$ cat src/common/riscvPkg.sv
`default_nettype none

package riscvPkg;

    // Major opcodes handled by this slice
    localparam logic [6:0] opcodeOp    = 7'b0110011; // Register-register
    localparam logic [6:0] opcodeOpImm = 7'b0010011; // Register-immediate

    // funct3 codes, shared by OP and OP-IMM
    localparam logic [2:0] funct3AddSub = 3'b000;
    localparam logic [2:0] funct3Sll    = 3'b001;
    localparam logic [2:0] funct3Slt    = 3'b010;
    localparam logic [2:0] funct3Sltu   = 3'b011;
    localparam logic [2:0] funct3Xor    = 3'b100;
    localparam logic [2:0] funct3SrlSra = 3'b101;
    localparam logic [2:0] funct3Or     = 3'b110;
    localparam logic [2:0] funct3And    = 3'b111;

    // funct7 values
    localparam logic [6:0] funct7Base = 7'b0000000; // Plain op
    localparam logic [6:0] funct7Alt  = 7'b0100000; // sub / sra / srai

    // R-type layout
    typedef struct packed {
        logic [6:0] funct7;
        logic [4:0] rs2;
        logic [4:0] rs1;
        logic [2:0] funct3;
        logic [4:0] rd;
        logic [6:0] opcode;
    } rTypeFields;

    // I-type layout, imm12 overlays funct7 and rs2
    typedef struct packed {
        logic [11:0] imm12;
        logic [4:0]  rs1;
        logic [2:0]  funct3;
        logic [4:0]  rd;
        logic [6:0]  opcode;
    } iTypeFields;

    // One instruction word, two views
    // Opcode, rd, funct3 and rs1 sit at the same bits in both
    typedef union packed {
        rTypeFields r;
        iTypeFields i;
    } instrWord;

endpackage

`default_nettype wire

$ cat src/common/execPkg.sv
`default_nettype none

package execPkg;

    localparam int dataWidth    = 32; // XLEN for RV32I
    localparam int regAddrWidth = 5;  // x0..x31
    localparam int regCount     = 32;
    localparam int shamtWidth   = 5;  // Shift amount bits used out of an operand

    // Internal ALU operation codes
    // Decoder produces them, aluUnit consumes them
    typedef enum logic [3:0] {
        aluAdd  = 4'd0,
        aluSub  = 4'd1,
        aluSll  = 4'd2,
        aluSlt  = 4'd3,  // Signed compare
        aluSltu = 4'd4,  // Unsigned compare
        aluXor  = 4'd5,
        aluSrl  = 4'd6,  // Logical right
        aluSra  = 4'd7,  // Arithmetic right
        aluOr   = 4'd8,
        aluAnd  = 4'd9
    } aluOp;

endpackage

`default_nettype wire

$ cat src/design/instrReceiver.sv
`timescale 1ns/1ps
`default_nettype none

module instrReceiver (
    input  logic               clock,
    input  logic               reset,
    input  logic               instrReq,    // Four-phase request from source
    input  riscvPkg::instrWord instr,       // Held stable while instrReq is high
    output logic               instrAck,
    output logic               issue,       // One-cycle pulse per accepted word
    output riscvPkg::instrWord issuedInstr
);

    logic acceptNow;

    // New request seen while idle
    assign acceptNow = instrReq && !instrAck;

    // Handshake state
    always_ff @(posedge clock) begin
        if (reset) begin
            instrAck <= 1'b0;
            issue    <= 1'b0;
        end else begin
            issue <= 1'b0; // Default low, pulses only on accept
            if (acceptNow) begin
                instrAck <= 1'b1;
                issue    <= 1'b1;
            end else if (!instrReq && instrAck) begin
                // Request dropped, back to idle
                instrAck <= 1'b0;
            end
        end
    end

    // Word capture on the rising phase only
    // Stays put until the next accept
    always_ff @(posedge clock) begin
        if (acceptNow) begin
            issuedInstr <= instr;
        end
    end

endmodule

`default_nettype wire

$ cat src/design/instrDecoder.sv
`timescale 1ns/1ps
`default_nettype none

module instrDecoder (
    input  logic                               clock,
    input  logic                               reset,
    input  logic                               issue,
    input  riscvPkg::instrWord                 issuedInstr,
    output logic [execPkg::regAddrWidth-1:0]   rs1,        // To register file, combinational
    output logic [execPkg::regAddrWidth-1:0]   rs2,
    output logic                               readEn,
    output logic [execPkg::regAddrWidth-1:0]   rd,         // Staged, lines up with read data
    output execPkg::aluOp                      aluOp,
    output logic                               useImm,
    output logic [execPkg::dataWidth-1:0]      operandImm,
    output logic                               opValid
);

    logic                          baseFunct;
    logic                          altFunct;
    logic                          nextLegal;
    logic                          nextUseImm;
    execPkg::aluOp                 nextOp;
    logic [execPkg::dataWidth-1:0] signImm;
    logic [execPkg::dataWidth-1:0] shiftImm;
    logic [execPkg::dataWidth-1:0] nextImm;

    // Read addresses straight from the word
    // rs2 is don't-care for I-type, the read is harmless
    assign rs1    = issuedInstr.r.rs1;
    assign rs2    = issuedInstr.r.rs2;
    assign readEn = issue;

    // funct7 field, also the upper imm bits of a shift-immediate
    assign baseFunct = issuedInstr.r.funct7 == riscvPkg::funct7Base;
    assign altFunct  = issuedInstr.r.funct7 == riscvPkg::funct7Alt;

    assign signImm  = {{(execPkg::dataWidth-12){issuedInstr.i.imm12[11]}}, issuedInstr.i.imm12};
    assign shiftImm = {{(execPkg::dataWidth-execPkg::shamtWidth){1'b0}},
                       issuedInstr.i.imm12[execPkg::shamtWidth-1:0]};

    always_comb begin
        nextOp     = execPkg::aluAdd;
        nextUseImm = 1'b0;
        nextImm    = signImm;
        nextLegal  = 1'b0; // Unknown opcode is a no-op
        case (issuedInstr.r.opcode)
            riscvPkg::opcodeOp: begin
                // Alt funct7 only valid on sub and sra
                nextLegal = baseFunct ||
                            (altFunct && (issuedInstr.r.funct3 == riscvPkg::funct3AddSub ||
                                          issuedInstr.r.funct3 == riscvPkg::funct3SrlSra));
                case (issuedInstr.r.funct3)
                    riscvPkg::funct3AddSub: nextOp = altFunct ? execPkg::aluSub : execPkg::aluAdd;
                    riscvPkg::funct3Sll:    nextOp = execPkg::aluSll;
                    riscvPkg::funct3Slt:    nextOp = execPkg::aluSlt;
                    riscvPkg::funct3Sltu:   nextOp = execPkg::aluSltu;
                    riscvPkg::funct3Xor:    nextOp = execPkg::aluXor;
                    riscvPkg::funct3SrlSra: nextOp = altFunct ? execPkg::aluSra : execPkg::aluSrl;
                    riscvPkg::funct3Or:     nextOp = execPkg::aluOr;
                    default:                nextOp = execPkg::aluAnd;
                endcase
            end
            riscvPkg::opcodeOpImm: begin
                nextUseImm = 1'b1;
                nextLegal  = 1'b1;
                case (issuedInstr.i.funct3)
                    riscvPkg::funct3AddSub: nextOp = execPkg::aluAdd; // No subi
                    riscvPkg::funct3Slt:    nextOp = execPkg::aluSlt;
                    riscvPkg::funct3Sltu:   nextOp = execPkg::aluSltu; // Sign-extended, compared unsigned
                    riscvPkg::funct3Xor:    nextOp = execPkg::aluXor;
                    riscvPkg::funct3Or:     nextOp = execPkg::aluOr;
                    riscvPkg::funct3And:    nextOp = execPkg::aluAnd;
                    riscvPkg::funct3Sll: begin
                        nextOp    = execPkg::aluSll;
                        nextImm   = shiftImm;
                        nextLegal = baseFunct; // slli has no alt form
                    end
                    default: begin
                        // srli / srai picked by the funct7 view of imm12
                        nextOp    = altFunct ? execPkg::aluSra : execPkg::aluSrl;
                        nextImm   = shiftImm;
                        nextLegal = baseFunct || altFunct;
                    end
                endcase
            end
            default: begin
                nextLegal = 1'b0;
            end
        endcase
    end

    // Valid bit, cleared on reset
    always_ff @(posedge clock) begin
        if (reset) begin
            opValid <= 1'b0;
        end else begin
            opValid <= issue && nextLegal;
        end
    end

    // Staged payload, same edge as the register read
    always_ff @(posedge clock) begin
        if (issue) begin
            aluOp      <= nextOp;
            useImm     <= nextUseImm;
            operandImm <= nextImm;
            rd         <= issuedInstr.r.rd;
        end
    end

endmodule

`default_nettype wire

$ cat src/design/registerFile.sv
`timescale 1ns/1ps
`default_nettype none

module registerFile (
    input  logic                             clock,
    input  logic                             reset,
    input  logic [execPkg::regAddrWidth-1:0] readAddr1,
    input  logic [execPkg::regAddrWidth-1:0] readAddr2,
    input  logic                             readEn,    // Both ports update together
    input  logic                             writeEn,
    input  logic [execPkg::regAddrWidth-1:0] writeAddr,
    input  logic [execPkg::dataWidth-1:0]    writeData,
    output logic [execPkg::dataWidth-1:0]    readData1,
    output logic [execPkg::dataWidth-1:0]    readData2
);

    logic [execPkg::dataWidth-1:0] regs [execPkg::regCount];

    // Storage, all words cleared on reset
    always_ff @(posedge clock) begin
        if (reset) begin
            for (int i = 0; i < execPkg::regCount; i++) begin
                regs[i] <= '0;
            end
        end else if (writeEn && writeAddr != '0) begin
            // x0 never written, so it keeps reading zero
            regs[writeAddr] <= writeData;
        end
    end

    // Registered read ports
    always_ff @(posedge clock) begin
        if (readEn) begin
            readData1 <= regs[readAddr1];
            readData2 <= regs[readAddr2];
        end
        // Otherwise hold last value
    end

endmodule

`default_nettype wire

$ cat src/design/aluUnit.sv
`timescale 1ns/1ps
`default_nettype none

module aluUnit (
    input  logic                             clock,
    input  logic                             reset,
    input  logic                             opValid,
    input  execPkg::aluOp                    aluOp,
    input  logic                             useImm,
    input  logic [execPkg::dataWidth-1:0]    operandA,   // rs1 value
    input  logic [execPkg::dataWidth-1:0]    operandB,   // rs2 value
    input  logic [execPkg::dataWidth-1:0]    operandImm,
    input  logic [execPkg::regAddrWidth-1:0] rd,
    output logic                             wbValid,
    output logic [execPkg::regAddrWidth-1:0] wbReg,
    output logic [execPkg::dataWidth-1:0]    wbData
);

    logic [execPkg::dataWidth-1:0]  operandSel;
    logic [execPkg::shamtWidth-1:0] shamt;
    logic                           lessSigned;
    logic                           lessUnsigned;
    logic [execPkg::dataWidth-1:0]  result;

    // Second operand, register or immediate
    assign operandSel = useImm ? operandImm : operandB;
    assign shamt      = operandSel[execPkg::shamtWidth-1:0]; // Low five bits only

    assign lessSigned   = $signed(operandA) < $signed(operandSel);
    assign lessUnsigned = operandA < operandSel;

    always_comb begin
        case (aluOp)
            execPkg::aluAdd:  result = operandA + operandSel;
            execPkg::aluSub:  result = operandA - operandSel;
            execPkg::aluSll:  result = operandA << shamt;
            execPkg::aluSlt:  result = {{(execPkg::dataWidth-1){1'b0}}, lessSigned};
            execPkg::aluSltu: result = {{(execPkg::dataWidth-1){1'b0}}, lessUnsigned};
            execPkg::aluXor:  result = operandA ^ operandSel;
            execPkg::aluSrl:  result = operandA >> shamt;
            execPkg::aluSra:  result = $signed(operandA) >>> shamt; // Sign bit fills in
            execPkg::aluOr:   result = operandA | operandSel;
            execPkg::aluAnd:  result = operandA & operandSel;
            default:          result = '0;
        endcase
    end

    // Writeback strobe
    always_ff @(posedge clock) begin
        if (reset) begin
            wbValid <= 1'b0;
        end else begin
            wbValid <= opValid; // Single cycle, follows the staged valid
        end
    end

    // Writeback payload
    always_ff @(posedge clock) begin
        if (opValid) begin
            wbReg  <= rd;
            wbData <= result;
        end
    end

endmodule

`default_nettype wire

$ cat src/design/execCore.sv
`timescale 1ns/1ps
`default_nettype none

module execCore (
    input  logic                             clock,
    input  logic                             reset,
    input  logic                             instrReq,
    input  riscvPkg::instrWord               instr,
    output logic                             instrAck,
    output logic                             wbValid,
    output logic [execPkg::regAddrWidth-1:0] wbReg,
    output logic [execPkg::dataWidth-1:0]    wbData
);

    // Receiver to decoder
    logic                             issue;
    riscvPkg::instrWord               issuedInstr;

    // Decoder to register file
    logic [execPkg::regAddrWidth-1:0] rs1;
    logic [execPkg::regAddrWidth-1:0] rs2;
    logic                             readEn;

    // Staged controls to ALU
    logic [execPkg::regAddrWidth-1:0] rd;
    execPkg::aluOp                    stagedOp;
    logic                             useImm;
    logic [execPkg::dataWidth-1:0]    operandImm;
    logic                             opValid;

    // Register read data
    logic [execPkg::dataWidth-1:0]    readData1;
    logic [execPkg::dataWidth-1:0]    readData2;

    instrReceiver i_instrReceiver (
        .clock       (clock),
        .reset       (reset),
        .instrReq    (instrReq),
        .instr       (instr),
        .instrAck    (instrAck),
        .issue       (issue),
        .issuedInstr (issuedInstr)
    );

    instrDecoder i_instrDecoder (
        .clock       (clock),
        .reset       (reset),
        .issue       (issue),
        .issuedInstr (issuedInstr),
        .rs1         (rs1),
        .rs2         (rs2),
        .readEn      (readEn),
        .rd          (rd),
        .aluOp       (stagedOp),
        .useImm      (useImm),
        .operandImm  (operandImm),
        .opValid     (opValid)
    );

    // Write port fed back from the writeback outputs
    registerFile i_registerFile (
        .clock     (clock),
        .reset     (reset),
        .readAddr1 (rs1),
        .readAddr2 (rs2),
        .readEn    (readEn),
        .writeEn   (wbValid),
        .writeAddr (wbReg),
        .writeData (wbData),
        .readData1 (readData1),
        .readData2 (readData2)
    );

    aluUnit i_aluUnit (
        .clock      (clock),
        .reset      (reset),
        .opValid    (opValid),
        .aluOp      (stagedOp),
        .useImm     (useImm),
        .operandA   (readData1),
        .operandB   (readData2),
        .operandImm (operandImm),
        .rd         (rd),
        .wbValid    (wbValid),
        .wbReg      (wbReg),
        .wbData     (wbData)
    );

endmodule

`default_nettype wire

$ cat config.mk
export PLATFORM = sky130hd
export DESIGN_NAME = execCore
export DESIGN_NICKNAME = d
export VERILOG_FILES = /design/src/common/riscvPkg.sv /design/src/common/execPkg.sv /design/src/design/instrReceiver.sv /design/src/design/instrDecoder.sv /design/src/design/registerFile.sv /design/src/design/aluUnit.sv /design/src/design/execCore.sv
export SDC_FILE = /design/constraint.sdc
export NUM_CORES = 2
export LEC_CHECK = 0
export BUFFER_PORTS_ARGS = -buffer_cell sky130_fd_sc_hd__buf_2
export CAP_MARGIN = 5
export CORE_ASPECT_RATIO = 1.5
export CORE_UTILIZATION = 45
export DETAILED_ROUTE_END_ITERATION = 12
export SYNTH_ARGS = -nofsm -noshare
export SYNTH_HDL_FRONTEND = slang
export SYNTH_HIERARCHICAL = 1
export SYNTH_SLANG_ARGS = --single-unit
$ cat constraint.sdc
create_clock -name clock -period 4.4 [get_ports clock]
set_input_delay 0.22 -clock clock [delete_from_list [all_inputs] [get_ports clock]]
set_output_delay 0.22 -clock clock [all_outputs]
set_load 0.01 [all_outputs]
==> metrics.txt <==
Clock Pin Slew Worst Setup and Hold Paths 60 ps; clk_lat worst skew 780 ps; FP Rows 177; post-synthesis mux area share 0.169; initial antenna violation count 16; via count 52.1k; crit-path cells buf_12 -> mux2i_2 -> ha_1 -> nor2_1 -> a211oi_2 -> a21oi_2 -> o41ai_1 -> o31ai_2 -> a221oi_1 -> a211oi_2 -> xnor2_1 -> o2111ai_1; met2 GRT Util 0.582; CTS tree done; Clock Skews 42.5 ps; mean area per synthesized cell 11.3 um2; area grow syn2layout 10.5%; Netlist cell types 96; DRC violations left 0; max-slew violation count 0; Root Driver clkbuf_16; #FFs+latches synth 1183; Fmax achieved 232 MHz; Hold Fails Final Rpt 0; main combinational cell family by area after synthesis multiplexers; Die Ht 486 um; Top-Level Pins 74; post-CTS setup buffers 0; startpoint types register; Final HPWL DP 180000 um; register area share after synthesis 0.506; Max VDD drop 311 uV; finished layout cell area 77500 um2; global-route wire length before repair 375000 um; total track usage 0.332; Worst Tran Pin Value 1400 ps; first-pass iteration count of the detailed router 5; RePlAce Congestion 1.02; top post-synthesis cells by area edfxtp_1 (50%), mux2i_1 (16%), and2_1 (8.9%), a22oi_1 (2.2%), a21oi_1 (2.1%); RSZ-0062 raised after global routing false; GR met3 Demand/Resource 0.0484; die area 158000 um2; share of post-route cells with drive strength above 1 0.111; GR Overflow Total 0; GRT busiest layer met2; adder-cell share of the synthesized area 0.0188; commonest non-fill, non-tap cell in the layout edfxtp_1; final WL 268000 um; pin count of the biggest net entering global routing 109; Arrival @ worst endpoint 4790 ps; Tmin final 4300 ps; XOR/XNOR Fraction of Synth Area 0.00324; CP peak stage delay 980 ps; Critical-path top delay cell o41ai_1; Simple-Gate Fraction of Synth Area 0.155; post-route setup slack 95.7 ps; Data required, critical path 4880 ps; H-tree lvl count 3; most frequent cells in the layout edfxtp_1 (1179), mux2i_1 (1141), and2_1 (995); pwr dens 366 nW/um2; PortBufs 73; Worst Path Max Fanout 11; Syn Inst Count 6211; ys async rst share 0; Syn. warnings 6; fin crit share 0.978; dpl ws 67.4 ps; Wirelength per Cell 32.1 um; kind of critical path reg -> reg; core area 155000 um2; Max transition margin 0.0669; most used cell along the critical path a211oi_2; worst hold-check path type in -> reg; post-synthesis compound-gate area fraction 0.103; Clock Sinks 1183; DP Area 73200 um2; Leakage 31.0 nW; clk buf depth 3; final setup fails 0; most area-hungry cell type in the Yosys netlist edfxtp_1; Via density 6.25; initial detailed-routing violation count 5347; # nets final 6317; post-synthesis cell area 70200 um2; Initial Util 0.453; vias in the first global route 52.2k; setup_tns 0 ps; Total Power 0.0284 W; CTS buffer count 115; most used flip-flop cell after synthesis edfxtp_1; Chip Width 324 um; Synth top area share 0.504; crit path capture type register; Antenna Violating Nets Remaining 0; max_cap viols 0; GR met1 Demand/Resource 0.375; status finished, final reports clean; number of synthesized flops with an enable pin 1179
## metal layers
metal  wire length, um  vias to the layer above
met4             19500                        6
met3             17000                      770
li1                  -                    22735
met1             98000                    26291
met2            134000                     2347
met5                38                        -
## cell usage after synthesis (all sizes together) (5+ instances only)
library cell  number
a2111oi            9
a211oi            30
a21boi             5
a21o              15
a21oi            301
a221oi            17
a22o             128
a22oi            210
a311oi             7
a31oi             88
and2             997
and3              10
buf              262
clkbuf           321
edfxtp          1179
ha               102
inv               97
mux2i           1148
mux4              12
nand2            349
nand2b            10
nand3            232
nand3b             7
nor2             178
nor2b             28
nor3              99
nor4              10
o211ai            43
o21a               7
o21ai            110
o21bai            10
o221ai            17
o22ai             11
o311ai             6
o31ai             15
or2               35
or3               10
or4                6
xnor2             24
## kinds of logic (layout without fill, tap and decap cells)
group / count (synthesis) / count (layout)
fa+ha+maj: 104 / 104
other cells: 1 / 43
compound gates: 1067 / 1067
buf+inv: 682 / 718
simple gates: 1984 / 1984
mux: 1164 / 1164
flops: 1183 / 1183
xor+xnor: 26 / 26
## path summary, 6_finish.rpt
check                                           startpoint                                   endpoint  slack, ps  depth (start not counted)
hold reg to reg   i_instrReceiver/issuedInstr[8]$_DFFE_PP_             i_instrDecoder/rd[1]$_DFFE_PP_        390                          0
setup reg to reg           i_instrDecoder/useImm$_DFFE_PP_             i_aluUnit/wbData[29]$_DFFE_PP_        100                         12
setup / recovery           i_instrDecoder/useImm$_DFFE_PP_             i_aluUnit/wbData[29]$_DFFE_PP_        100                         12
hold / removal                                   instr[25]  i_instrReceiver/issuedInstr[25]$_DFFE_PP_        150                          2
## area by class of cell
class	instances	area, um2
fillers	13812	77500
flip-flops and latches	1183	35500
multi-input cells	4377	31800
repair buffers	402	3390
clock buffers	144	3090
well taps	2058	2570
clock inverters	73	803
inverters	99	374
diodes	11	27.5
## timing repair
item / 4_1_cts / 5_1_grt
hold buffers: 34 / 0
setup endpoints to repair: 0 / 4
gates resized for setup: 0 / 4
hold endpoints to repair: 40 / 0
## where the power goes
group          leakage, nW  total [W]  switching [W]  internal, W
sequential            12.0     0.0131       0.000281       0.0129
clock                 1.90     0.0104        0.00455      0.00581
combinational         17.1    0.00492        0.00328      0.00163
## state kept, by name, indices dropped and copies added (netlist names)
signal,flops
i_aluUnit/wbData,32
i_aluUnit/wbReg,5
i_aluUnit/wbValid,1
i_instrDecoder/aluOp,4
i_instrDecoder/opValid,1
i_instrDecoder/operandImm,12
i_instrDecoder/rd,5
i_instrDecoder/useImm,1
i_instrReceiver/instrAck,1
i_instrReceiver/issue,1
i_instrReceiver/issuedInstr,32
i_registerFile/readData1,32
i_registerFile/readData2,32
i_registerFile/regs,1024
## through the flow
stage / utilization / cells / hold WS [ps]
global placement: 0.472 / 8085 / 397
detailed placement: 0.472 / 8085 / 398
CTS: 0.500 / 8336 / 94.3
floorplan: - / 6242 / 291
global route: 0.500 / 8339 / 128
finish: 0.500 / 8347 / 146
## worst max-delay path: cells and delay by family, from the launching register on
family / cells / cell delay, ps
XOR/XNOR: 1 / 160
flip-flops: 1 / 460
adder cells (fa/ha/maj): 1 / 330
multiplexers: 1 / 340
AO/OA/AOI/OAI: 7 / 2350
buffers and inverters: 1 / 220
AND/OR/NAND/NOR: 1 / 130
(Power assumes the default switching activity.)
